===== config.mk =====
export PLATFORM = sky130hd
export DESIGN_NAME = dummy_dcache
export DESIGN_NICKNAME = d
export VERILOG_FILES = /design/src/design/dcache_pkg.sv /design/src/design/dummy_dcache.sv /design/src/design/dcache_lane_align.sv /design/src/design/dcache_bypass_ctrl.sv /design/src/design/dcache_req_buffer.sv
export SDC_FILE = /design/constraint.sdc
export NUM_CORES = 1
export LEC_CHECK = 0
export BUFFER_PORTS_ARGS = -buffer_cell sky130_fd_sc_hd__buf_2
export CORE_AREA = 2 2 207 209
export CTS_CLUSTER_DIAMETER = 50
export DETAILED_ROUTE_END_ITERATION = 8
export DIE_AREA = 0 0 209 211
export PLACE_DENSITY = 0.43
export SLEW_MARGIN = 10
export SYNTH_ARGS = -nofsm -noshare
export SYNTH_HDL_FRONTEND = slang
export SYNTH_SLANG_ARGS = --single-unit

===== constraint.sdc =====
create_clock -name clk -period 33.9 [get_ports clk]
set_clock_uncertainty 0.1 [all_clocks]
set_input_delay 3.39 -clock clk [delete_from_list [all_inputs] [get_ports clk]]
set_output_delay 3.39 -clock clk [all_outputs]
set_load 0.01 [all_outputs]

===== src/design/dcache_pkg.sv =====
`default_nettype none

package dcache_pkg;

    localparam int addr_w = 32;  // cpu and bus address
    localparam int data_w = 32;  // cpu load/store word
    localparam int line_w = 128;  // one bus beat
    localparam int strb_w = 16;  // byte strobes per beat

    localparam int lanes = line_w / data_w;  // cpu words per beat
    localparam int lane_strb_w = strb_w / lanes;

    // transfer size codes as the bus bridge expects them
    typedef enum logic [2:0] {
        xfer_byte = 3'b000,
        xfer_half = 3'b001,
        xfer_word = 3'b010,
        xfer_line = 3'b100
    } xfer_type_e;

    typedef struct packed {
        logic [19:0] tag;  // pfn from the tlb
        logic [7:0] index;
        logic [1:0] word;  // lane within the 128-bit beat
        logic [1:0] byte_off;
    } addr_fields_t;

    // the bus sees raw, the lane logic looks at fields
    typedef union packed {
        logic [addr_w-1:0] raw;
        addr_fields_t fields;
    } cache_addr_u;

    typedef struct packed {
        logic op;  // 1 for store
        logic uncache;
        logic [addr_w-1:0] pc;
        cache_addr_u addr;
        logic [data_w/8-1:0] wstrb;
        logic [data_w-1:0] wdata;
        xfer_type_e rd_type;
        xfer_type_e wr_type;
    } cpu_req_t;

    typedef struct packed {
        logic valid;
        cpu_req_t req;
    } held_req_t;

    typedef enum logic [2:0] {
        idle,
        look_up,
        read_req,
        read_wait,
        write_req
    } bypass_state_e;

endpackage

`default_nettype wire

===== src/design/dummy_dcache.sv =====
`timescale 1ns/1ps
`default_nettype none

module dummy_dcache (
    input  logic                          clk,
    input  logic                          rst,
    input  logic                          valid,
    input  logic                          op,  // 1 store, 0 load
    input  logic                          uncache,
    input  logic [31:0]                   pc,
    input  logic [7:0]                    index,  // addr[11:4]
    input  logic [19:0]                   tag,
    input  logic [3:0]                    offset,  // addr[3:0]
    input  logic [3:0]                    wstrb,
    input  logic [31:0]                   wdata,
    input  logic [2:0]                    rd_type_i,
    input  logic [2:0]                    wr_type_i,
    input  logic [31:0]                   flush_pc,
    input  logic                          flush_i,
    output logic                          cache_ready,
    output logic                          cache_ack,
    output logic                          addr_ok,
    output logic                          data_ok,
    output logic [31:0]                   rdata,
    output logic                          rd_req,
    output logic [2:0]                    rd_type,
    output logic [31:0]                   rd_addr,
    input  logic                          rd_rdy,
    input  logic                          ret_valid,
    input  logic                          ret_last,  // single beat only, not looked at
    input  logic [dcache_pkg::line_w-1:0] ret_data,
    output logic                          wr_req,
    output logic [2:0]                    wr_type,
    output logic [31:0]                   wr_addr,
    output logic [dcache_pkg::strb_w-1:0] wr_wstrb,
    output logic [dcache_pkg::line_w-1:0] wr_data,
    input  logic                          wr_rdy
);

    import dcache_pkg::*;

    cpu_req_t          cpu_req;
    held_req_t         held;
    logic              accept;
    logic              in_write;
    logic              done;
    logic [data_w-1:0] lane_word;
    xfer_type_e        rd_type_e;
    xfer_type_e        wr_type_e;

    // flat cpu inputs into one request word
    assign cpu_req.op       = op;
    assign cpu_req.uncache  = uncache;
    assign cpu_req.pc       = pc;
    assign cpu_req.addr.raw = {tag, index, offset};
    assign cpu_req.wstrb    = wstrb;
    assign cpu_req.wdata    = wdata;
    assign cpu_req.rd_type  = xfer_type_e'(rd_type_i);
    assign cpu_req.wr_type  = xfer_type_e'(wr_type_i);

    dcache_req_buffer u_req_buffer (
        .clk      (clk),
        .rst      (rst),
        .valid    (valid),
        .req      (cpu_req),
        .accept   (accept),
        .flush_i  (flush_i),
        .flush_pc (flush_pc),
        .in_write (in_write),
        .done     (done),
        .held     (held)
    );

    dcache_bypass_ctrl u_bypass_ctrl (
        .clk         (clk),
        .rst         (rst),
        .valid       (valid),
        .held        (held),
        .accept      (accept),
        .cache_ready (cache_ready),
        .in_write    (in_write),
        .done        (done),
        .rd_req      (rd_req),
        .rd_type     (rd_type_e),
        .rd_addr     (rd_addr),
        .rd_rdy      (rd_rdy),
        .ret_valid   (ret_valid),
        .wr_req      (wr_req),
        .wr_type     (wr_type_e),
        .wr_addr     (wr_addr),
        .wr_rdy      (wr_rdy),
        .addr_ok     (addr_ok),
        .data_ok     (data_ok)
    );

    dcache_lane_align u_lane_align (
        .held     (held),
        .ret_data (ret_data),
        .wr_data  (wr_data),
        .wr_wstrb (wr_wstrb),
        .rdata    (lane_word)
    );

    assign cache_ack = accept;  // ack only while idle
    assign rd_type   = rd_type_e;
    assign wr_type   = wr_type_e;
    assign rdata     = data_ok ? lane_word : '0;  // zero outside data_ok

endmodule

`default_nettype wire


===== src/design/dcache_lane_align.sv =====
`timescale 1ns/1ps
`default_nettype none

module dcache_lane_align (
    input  dcache_pkg::held_req_t         held,
    input  logic [dcache_pkg::line_w-1:0] ret_data,
    output logic [dcache_pkg::line_w-1:0] wr_data,
    output logic [dcache_pkg::strb_w-1:0] wr_wstrb,
    output logic [dcache_pkg::data_w-1:0] rdata
);

    import dcache_pkg::*;

    logic [1:0] lane_sel;

    assign lane_sel = held.req.addr.fields.word;  // addr[3:2]

    // store data goes to one 32-bit lane, the rest stays zero
    always_comb begin
        wr_data  = '0;
        wr_wstrb = '0;
        for (int i = 0; i < lanes; i++) begin
            if (int'(lane_sel) == i) begin
                wr_data[i*data_w +: data_w]           = held.req.wdata;
                wr_wstrb[i*lane_strb_w +: lane_strb_w] = held.req.wstrb;
            end
        end
    end

    // load word picked from the returned beat
    always_comb begin
        rdata = '0;
        for (int i = 0; i < lanes; i++) begin
            if (int'(lane_sel) == i) begin
                rdata = ret_data[i*data_w +: data_w];
            end
        end
    end

endmodule

`default_nettype wire


===== src/design/dcache_bypass_ctrl.sv =====
`timescale 1ns/1ps
`default_nettype none

module dcache_bypass_ctrl (
    input  logic                          clk,
    input  logic                          rst,
    input  logic                          valid,
    input  dcache_pkg::held_req_t         held,
    output logic                          accept,
    output logic                          cache_ready,
    output logic                          in_write,
    output logic                          done,
    output logic                          rd_req,
    output dcache_pkg::xfer_type_e        rd_type,
    output logic [dcache_pkg::addr_w-1:0] rd_addr,
    input  logic                          rd_rdy,
    input  logic                          ret_valid,
    output logic                          wr_req,
    output dcache_pkg::xfer_type_e        wr_type,
    output logic [dcache_pkg::addr_w-1:0] wr_addr,
    input  logic                          wr_rdy,
    output logic                          addr_ok,
    output logic                          data_ok
);

    import dcache_pkg::*;

    bypass_state_e state;
    bypass_state_e next_state;
    logic          rd_done;
    logic          wr_done;
    logic          dropped;

    always_ff @(posedge clk) begin
        if (rst) begin
            state <= idle;
        end else begin
            state <= next_state;
        end
    end

    always_comb begin
        next_state = state;
        case (state)
            idle: begin
                if (accept) next_state = look_up;
            end
            look_up: begin
                if (!held.valid) next_state = idle;  // flushed during lookup
                else if (held.req.op) next_state = write_req;
                else next_state = read_req;
            end
            read_req: begin
                if (!held.valid) next_state = idle;
                else if (rd_rdy) next_state = read_wait;
            end
            read_wait: begin
                // the bridge owes us a beat even after a flush, so drain it
                if (ret_valid) next_state = idle;
            end
            write_req: begin
                if (!held.valid || wr_rdy) next_state = idle;
            end
            default: next_state = idle;
        endcase
    end

    // cpu side handshake
    assign accept      = (state == idle) && valid;
    assign cache_ready = (state == idle) && !held.valid;
    assign in_write    = state == write_req;

    assign rd_done = (state == read_wait) && ret_valid && held.valid;
    assign wr_done = (state == write_req) && wr_rdy && held.valid;
    assign dropped = (state != idle) && !held.valid;

    assign done    = rd_done || wr_done || dropped;
    assign addr_ok = rd_done || wr_done;
    assign data_ok = rd_done || wr_done;

    // bus side requests, held steady until the bridge takes them
    assign rd_req  = (state == read_req) && held.valid;
    assign rd_addr = held.req.addr.raw;  // not aligned
    assign rd_type = held.req.uncache ? held.req.rd_type : xfer_line;

    assign wr_req  = (state == write_req) && held.valid;
    assign wr_addr = held.req.addr.raw;
    assign wr_type = held.req.wr_type;

endmodule

`default_nettype wire


===== src/design/dcache_req_buffer.sv =====
`timescale 1ns/1ps
`default_nettype none

module dcache_req_buffer (
    input  logic                      clk,
    input  logic                      rst,
    input  logic                      valid,
    input  dcache_pkg::cpu_req_t      req,
    input  logic                      accept,
    input  logic                      flush_i,
    input  logic [dcache_pkg::addr_w-1:0] flush_pc,
    input  logic                      in_write,
    input  logic                      done,
    output dcache_pkg::held_req_t     held
);

    import dcache_pkg::*;

    logic     valid_q;
    cpu_req_t req_q;
    logic     pc_hit;
    logic     kill;

    // a flush only reaches instructions at or after flush_pc
    assign pc_hit = flush_pc <= req_q.pc;

    // a store already on the bus is past the point of no return
    assign kill = flush_i && valid_q && pc_hit && !in_write;

    always_ff @(posedge clk) begin
        if (rst) begin
            valid_q <= 1'b0;
        end else if (kill) begin
            valid_q <= 1'b0;  // cancelled by pipeline flush
        end else if (accept) begin
            valid_q <= valid;
        end else if (done) begin
            valid_q <= 1'b0;  // request retired
        end
    end

    // payload only moves on a new request
    always_ff @(posedge clk) begin
        if (accept) begin
            req_q <= req;
        end
    end

    assign held.valid = valid_q;
    assign held.req   = req_q;

endmodule

`default_nettype wire


---- After elaboration in Yosys (flattened, before gate mapping) ----
Cells that the tools add are included.
storage, ports and cells
  register bits ........................... 112
  bits of input ports ..................... 276
  output and inout port bits .............. 252
cells by class
  $lt $le $gt $ge ......................... 1
  eq/ne operators ......................... 11
  multiplexer cells ....................... 24
  reduce and logical (&&, ||, !) cells .... 23
operator list
  kind                                                    count
  two-way mux 32 bit                                      9
  less-or-equal comparator 32 bit                         1
  two-way mux 3 bit                                       8
  two-way mux 4 bit                                       4
  one-hot mux 3 bit (5 select lines)                      1
  logical AND 1 bit                                       12
  equality test 3 x 2 -> 1 bit (second input constant)    2
  equality test 2 bit (second input constant)             2
  inequality test 2 bit (second input constant)           2
  AND reduction 4 bit                                     1
  equality test 3 x 1 -> 1 bit (second input constant)    1
  equality test 3 bit (second input constant)             1
  zero test 3 bit                                         1
  logical OR 1 bit                                        3
  inequality test 3 bit (second input constant)           1
  nonzero test 3 bit                                      1
  equality test 2 x 1 -> 1 bit (second input constant)    1
  zero test 1 bit                                         2
  zero test 2 bit                                         1
  two-way mux 1 bit                                       2
  inequality test 2 x 1 -> 1 bit (second input constant)  1
  nonzero test 2 bit                                      1
  OR reduction 2 bit                                      1

---- Logic depth before layout (Yosys ltp) ----
Gate-level depths: netlist of run 1.
  word-level depth ........................ 7
  depth in mapped cells ................... 8

---- Modules after synthesis ----
From an unflattened synthesis of run 1, not the netlist that was laid out.
second synthesis, totals
  cells, all modules ...................... 582
  area total of the unflattened synthesis .. 7,244.4 µm²
by module, submodules not included
  module              times used  cells an instance  area each (µm²)  sequential area each (µm²)
  dcache_req_buffer   1           231                4,140.2          3,263.1
  dcache_lane_align   1           216                2,084.5          0.0
  dcache_bypass_ctrl  1           100                764.5            60.1
  dummy_dcache        1           35                 255.2            0.0

---- Worst setup path after synthesis of run 1 ----
No wires, ideal clock.
  path kind ............................... input-to-output
  start point ............................. in valid
  end point ............................... out cache_ack
  data arrival time ....................... 14,615 ps
  data required time ...................... 30,410 ps
  setup slack ............................. 15,795 ps
  stages on the path ...................... 1
  path buffers ............................ 0
  path through ............................ nor4b_1
between the ends
  longest elaborated chain between the ends .. 1
ends and longest elaborated chain
  element            RTL line                  text
  from (decl)        dummy_dcache.sv:7         input logic valid,
  logical AND 1 bit  dcache_bypass_ctrl.sv:69  assign accept = (state == idle) && valid;
  to (decl)          dummy_dcache.sv:21        output logic cache_ack,
No other way between the ends.

---- Final worst setup path of run 1 ----
  start point ............................. in ret_valid
  end point ............................... out rdata[5]
between the ends
  longest elaborated chain between the ends .. 4
ends and longest elaborated chain
  element                         RTL line                  text
  from (decl)                     dummy_dcache.sv:29        input logic ret_valid,
  logical AND 1 bit (2 in a row)  dcache_bypass_ctrl.sv:73  assign rd_done = (state == read_wait) && ret_valid && held.valid;
  logical OR 1 bit                dcache_bypass_ctrl.sv:79  assign data_ok = rd_done || wr_done;
  two-way mux 32 bit              dummy_dcache.sv:107       assign rdata = data_ok ? lane_word : '0;
  to (decl)                       dummy_dcache.sv:24        output logic [31:0] rdata,
No other way between the ends.

==> results of run 1 <==
registers in the layout (all words and copies together), names as in the netlist:
signal / count
u_req_buffer.valid_q: 1
u_req_buffer.held: 108
u_bypass_ctrl.state: 3
final cells by class:
| type | count | share of cell area [%] |
|---|---|---|
| inverters | 34 | 1.284 |
| multi-input cells | 325 | 27.96 |
| clock buffers | 10 | 2.303 |
| clock inverters | 6 | 0.9313 |
| flip-flops and latches | 112 | 33.43 |
| diodes | 3 | 0.07551 |
| well taps | 539 | 6.783 |
| repair buffers | 536 | 27.23 |
cell usage after synthesis (2+ instances only):
master / count
and3_1: 68
buf_4: 70
o31ai_1: 2
inv_1: 34
clkbuf_1: 30
nor2b_1: 4
nor4b_1: 2
buf_2: 3
o21ai_0: 4
a21oi_1: 14
mux4_2: 32
nand4_2: 2
nand4_1: 4
nor3_1: 4
nand3_1: 4
nor2_1: 6
dfxtp_1: 4
ha_1: 32
edfxtp_1: 108
nand2b_1: 2
nand2_1: 10
a21o_1: 3
a211oi_1: 3
and2_1: 111
power breakdown:
| part | switching (mW) | internal, mW | total, mW |
|---|---|---|---|
| registers | 0.00827 | 0.167 | 0.176 |
| logic | 0.0493 | 0.0434 | 0.0927 |
| clock network | 0.0546 | 0.0654 | 0.120 |
| total | 0.112 | 0.276 | 0.388 |
worst reg2reg max path: stages, from the launching register on:
cell and delay [ps]:
dfxtp_1 450, nor4b_2 370, buf_4 340, buf_4 700
cell families (layout without fill, tap and decap cells):
family	Yosys count	after routing
adder cells (fa/ha/maj)	32	32
buffers and inverters	137	586
other	0	3
AO/OA/AOI/OAI	32	32
flip-flops	112	112
multiplexers	33	33
AND/OR/NAND/NOR	228	228
routing by layer:
layer  up-vias  track usage (%)
li1       2878                -
met1      2899            12.19
met2       309            21.71
met3        41            3.197
met4         0            5.419
met5         -                0
metrics by stage:
step / total power [mW] / util [%] / setup WS, ps / area [sq um]
after CTS: 0.3967 / 23.79 / 25600 / 9935
after detailed placement: 0.2734 / 23.02 / 25600 / 9613
after floorplan: 0.2375 / - / 15790 / 6870
after global placement: 0.2728 / 23.02 / 25570 / 9613
final: 0.3884 / 23.81 / 25620 / 9942
after global routing: 0.4096 / 23.80 / 25510 / 9940
how the worst max path moves through the flow:
stage                endpoint      start
global placement     rdata[5]  ret_valid
global route         rdata[5]  ret_valid
detailed placement   rdata[5]  ret_valid
CTS                  rdata[5]  ret_valid
floorplan           cache_ack      valid
finish               rdata[5]  ret_valid
==> flow_summary_export.csv, run 1 <==
group,metric,value,unit
cts,cts-htree-levels,3,
timing,timing.final.setup_violations,0,
synth,synth-seq-area-share,48.37,%
layout,multi_input_comb_area,2780,sq um
timing,slew_headroom,37.35,%
critical_path,timing.critical_path.required,30410,ps
synth,synth_area_per_cell,11.97,sq um
drt,route.vias.total,6127,
critical_path,worst_r2r_path_depth,3,
cts,cts.repair_timing.setup_buffer_count,0,
critical_path,critical_path_arrival,4790,ps
cts,cts_repair_resizes,0,
drt,wirelength_met1,9846,um
synth,yosys-top-cells-area,"edfxtp_1, mux4_2, and2_1",
floorplanning,number_of_top_level_pins,528,
synth,yosys.area_share.adder,5.828,%
drt,dr_wl_met3,1838,um
drt,finalWirelength,26910,um
layout,drive_gt1_share,58.06,%
drt,drt.antenna.violating_nets,0,
grt,grt_use_total,11.67,%
grt,global_route_wire_length_before_repair,37860,um
drt,drt_iter0_drc,262,
timing,finalMaxSlewViolations,0,
min_path,count_of_cells_along_the_worst_hold_path,2,
critical_path,crit-reg2reg-launch,"u_bypass_ctrl.state[0]",
floorplanning,placementRows,75,
grt,grt_overflow_total,0,
synth,synth_xor_area_share,0,%
cts,hold_buffers,0,
job,maxCapViolations,0,
synth,synth_edf_count,108,
critical_path,crit_path_max_delay_cell_type,"nand2_1",
drt,drcViolationCount,0,
layout,filler_cell_count,4556,
grt,grt_antenna_before_repair,7,
synth,mappedNetlistArea,6870,sq um
synth,netlist.top_cell.by_area,"edfxtp_1",
cts,cts_num_sinks,112,
drt,highest_metal_layer_used_by_the_detailed_router,"met4",
power_and_ir_drop,worst_ir_drop_vdd,0.02421,mV
critical_path,rrSetupSlack,31550,ps
critical_path,worstSetupEndpointType,"output port",
placement,post-place-cells,1546,
synth,synth_cells,574,
placement,portBuffers,526,
critical_path,critical_path_peak_fanout,33,
layout,commonest_cells_after_routing_fill_and_taps_aside,"buf_2, and2_1, edfxtp_1",
critical_path,worstPathCellList,"buf_2, nand4b_1, nand2_1, and3_1, buf_2",
drt,drt_pre_antenna_iters,4,
timing,timing_worst_slew_pin_value,937.5,ps
cts,cts.path.max_buffers,2,
drt,detailroute.wirelength.met2,14300,um
timing,min_period_over_period,24.44,%
min_path,hold_path_class,"reg2reg",
layout,nNetsFinal,1326,
cts,cts_root_buf,"clkbuf_16",
critical_path,crit_cells,5,
critical_path,most_used_cell_along_the_critical_path,"buf_2",
floorplanning,dieWidth,209,um
synth,synth_top_family_by_area,"simple AND/OR/NAND/NOR gates",
timing,timing.final.hold_violations,0,
run_status,run_status,"finished, final reports clean",
cts,cts_tree,"done",
synth,ys_async_rst_share,0,%
placement,hpwl,21920,um
floorplanning,fp.dieH,211,um
synth,synth_compound_area_share,2.968,%
synth,syn-num-nets,882,
synth,synthFlopType,"edfxtp_1",
min_path,holdPathEnd,"u_bypass_ctrl.state[1]",
drt,wl_per_cell,17.19,um
floorplanning,floorplan.die_area,44100,sq um
timing,rsz0062_at_grt,"false",
critical_path,startpoint_type,"input pin",
critical_path,r2r_end,"u_req_buffer.held[52]",
synth,muxShareOfSynthArea,10.64,%
layout,final_common_cell,"buf_2",
synth,ys_ff_latch,112,
cts,insertion_delay_of_the_later_clocked_pin_in_the_worst_skew_pair,370,ps
timing,final_setup_tns,0,ps
cts,tritoncts.num_buffers,9,
layout,final-seq-area,3323,sq um
power_and_ir_drop,leakage_power_total,5.115,nW
layout,final-instance-count-excl-fill,1565,
critical_path,slowest_delay,730,ps
critical_path,critical_path_class,"in2out",
min_path,timing.hold.worst.start,"u_req_buffer.held[107]",
floorplanning,start_util,16.45,%
critical_path,timing.critical_path.max_delay_family,"simple AND/OR/NAND/NOR gates",
floorplanning,coreArea,41760,sq um
drt,detail_route.vias_per_cell,3.915,
layout,layout-area-overhead-vs-synth,44.71,%
cts,cts.clk_slew.worst_paths,80,ps
timing,max_freq,120.7,MHz
power_and_ir_drop,power-per-cell-area,39.06,nW/um^2
timing,post-route-min-period,8285,ps
critical_path,cp_num_buf_inv,2,
synth,synth_cell_type_count,42,
synth,post-synth-top-area-fraction,47.20,%
synth,yosysWarningCount,0,
grt,grt_start_max_net_pins,62,
placement,place.gp.congestion,0.7273,
synth,synth-simple-area-share,20.83,%
grt,grt_pass1_vias,6127,
timing,hold-worst-slack,478.2,ps
Note: power is estimated with default switching activity, not from simulation.
==> run 2: changes to the inputs <==
- ABC_AREA: not set -> 1
- CORE_AREA: 2 2 207 209 -> 2 2 208 210
- DIE_AREA: 0 0 209 211 -> 0 0 210 212
- clock period: 33.9 -> 7.5 ns (I/O delays scaled with it)
==> run 2 against run 1 <==
Against the previous run:
- sequential cell count did not move
- first-iteration DRC count rose by 18%
- non-clock buffer count fell by 5
- core utilization fell by 1.3 points
- cell count rose by 11%
- clock power rose to 4.3 times the previous value
- sequential share of layout area rose by 1.3 points
- setup slack got worse by 22000 ps
- critical path depth rose by 4
- critical path type is now reg2out
==> flow_summary_export.csv, run 2 <==
group,metric,value,unit
run_status,run_status,"finished, final reports clean",
drt,drt_iter0_drc,309,
synth,synth-seq-area-share,50.61,%
synth,synth_cells,749,
critical_path,critical_path_peak_fanout,41,
placement,hpwl,20800,um
synth,synth.cells.most_frequent,"nor2_1, edfxtp_1, inv_1",
power_and_ir_drop,power_share_of_the_sequential_group,43.1,%
layout,multi_input_comb_area,2220,sq um
synth,synth_area_per_cell,8.767,sq um
synth,ys_async_rst_share,0,%
timing,final_setup_tns,0,ps
synth,ys_ff_latch,112,
layout,final_common_cell,"buf_2",
drt,detail_route.vias_per_cell,3.830,
placement,place.gp.congestion,0.7612,
power_and_ir_drop,leakage_power_total,5.067,nW
power_and_ir_drop,power,1.901,mW
cts,cts_repair_resizes,0,
layout,nNetsFinal,1498,
floorplanning,dieWidth,210,um
cts,hold_buffers,0,
critical_path,critical_path_class,"reg2out",
cts,cts.path.max_buffers,2,
cts,cts_tree,"done",
timing,timing.final.setup_violations,0,
layout,layout-area-overhead-vs-synth,45.75,%
layout,drive_gt1_share,46.53,%
floorplanning,coreArea,42510,sq um
job,maxCapViolations,0,
synth,yosysMostFrequentCell,"nor2_1",
drt,drt.antenna.violating_nets,0,
critical_path,worstSetupEndpointType,"output port",
cts,cts.clk_slew.worst_paths,80,ps
layout,commonest_cells_after_routing_fill_and_taps_aside,"buf_2, nor2_1, edfxtp_1",
floorplanning,placementRows,76,
critical_path,startpoint,"u_req_buffer.held[45]",
placement,portBuffers,526,
drt,drt_pre_antenna_iters,5,
grt,global_route_wire_length_before_repair,35340,um
synth,yosysWarningCount,0,
synth,synth_cell_type_count,27,
power_and_ir_drop,total_switching_power,0.6399,mW
timing,rsz0062_at_grt,"false",
layout,final-seq-area,3323,sq um
power_and_ir_drop,power-per-cell-area,198.6,nW/um^2
grt,grt_use_total,10.75,%
critical_path,startpoint_type,"register",
min_path,timing.hold.worst.start,"wdata[7]",
grt,grt_overflow_total,0,
cts,cts_root_buf,"clkbuf_16",
grt,grt_start_max_net_pins,101,
synth,yosys-top-cells-area,"edfxtp_1, nor2_1, buf_4",
drt,wl_per_cell,14.84,um
floorplanning,start_util,15.45,%
layout,filler_cell_count,4742,
timing,timing_worst_slew_pin_value,1144,ps
cts,cts.repair_timing.setup_buffer_count,0,
timing,post-route-min-period,3692,ps
cts,cts-htree-levels,3,
critical_path,timing.critical_path.required,6650,ps
drt,route.vias.total,6675,
min_path,hold_path_class,"in2reg",
drt,drcViolationCount,0,
synth,synth_edf_count,108,
critical_path,crit-reg2reg-launch,"u_bypass_ctrl.state[0]",
power_and_ir_drop,worst_ir_drop_vdd,0.1142,mV
layout,largest_reg_flops,108,
timing,min_period_over_period,49.23,%
cts,cts_num_sinks,112,
floorplanning,number_of_top_level_pins,528,
synth,netlist.top_cell.by_area,"edfxtp_1",
grt,grt_pass1_vias,6161,
power_and_ir_drop,cellInternalPower,1.261,mW
power_and_ir_drop,combinationalPowerShare,30.0,%
synth,synthFlopType,"edfxtp_1",
timing,timing.final.hold_violations,0,
cts,tritoncts.num_buffers,9,
timing,finalMaxSlewViolations,0,
grt,grt_antenna_before_repair,2,
floorplanning,fp.dieH,212,um
power_and_ir_drop,switching_share,33.67,%
floorplanning,floorplan.die_area,44520,sq um
synth,syn-num-nets,1057,
critical_path,critical_path_arrival,2840,ps
timing,slew_headroom,23.66,%
drt,finalWirelength,25870,um
synth,post-synth-top-area-fraction,49.39,%
cts,insertion_delay_of_the_later_clocked_pin_in_the_worst_skew_pair,380,ps
timing,max_freq,270.8,MHz
layout,final_util,22.52,%
power_and_ir_drop,power.clock.fraction,26.9,%
synth,mappedNetlistArea,6566,sq um
[run 2: changes by cell type after synthesis, moves of 14 or more]
cell | before | now
clkbuf_1 | 30 | 16
mux4_2 | 32 | 0
inv_1 | 34 | 93
and2_1 | 111 | 0
nand2_1 | 10 | 48
nor2_1 | 6 | 225
and3_1 | 68 | 0
o22ai_1 | 0 | 33
o21ai_0 | 4 | 61
[run 2: kinds of logic after synthesis]
kind of cell / after synthesis / synth area share, %
and+or+nand+nor: 285 / 16.81
buffers and inverters: 197 / 15.82
DFF: 112 / 50.61
adders and majority gates: 32 / 6.098
AOI/OAI and AO/OA: 123 / 10.67
[run 2: power groups by stage]
stage	registers, mW	clock network (mW)	logic [mW]
6_report	0.819	0.511	0.570
5_1_grt	0.829	0.555	0.635
4_1_cts	0.821	0.541	0.578
3_5_place_dp	0.833	0	0.576
3_3_place_gp	0.832	0	0.573
2_1_floorplan	0.837	0	0.359
[run 2: critical path, cell delays in order, from the launching register on]
cell and delay [ps]:
edfxtp_1 510, inv_2 120, nor2_1 50, inv_2 370
buf_4 520, nor2_1 180, o21ai_0 170, o21ai_0 120
nor2_1 220, buf_2 180
[run 2: path summary, 6_finish.rpt]
path                                               end  slack, ps  cells past startpoint
worst min-delay path             u_req_buffer.held[13]        440                      1
worst max-delay path                         rdata[12]       3810                      9
worst min register to register  u_bypass_ctrl.state[1]        470                      2
worst max register to register   u_req_buffer.held[25]       4820                      7
[run 2: metrics by stage]
step           hold WS, ps  setup slack [ps]  instances  instance area (sq um)
4_1_cts              404.9              3780       1741                   9565
3_5_place_dp         462.2              4221       1725                   9259
2_1_floorplan        409.2              1270        749                   6566
3_3_place_gp         457.6              4214       1725                   9259
6_report             439.3              3808       1743                   9570
5_1_grt              411.7              3563       1742                   9568
[run 2: cell type report]
type                    count  share of cell area, %
multi-input cells         440                  23.19
clock inverters             6                 0.8106
inverters                  96                  3.791
well taps                 546                  7.138
flip-flops and latches    112                  34.72
repair buffers            531                  27.90
diodes                      2                0.05229
clock buffers              10                  2.392
[run 2: layer usage]
layer  track usage (%)  part of all wire, %  vias up
li1                  -                    -     3260
met3             2.674                  7.3       41
met1             11.59                   39     3019
met5                 0                    0        -
met4             5.869                  3.5        0
met2             19.35                   51      355
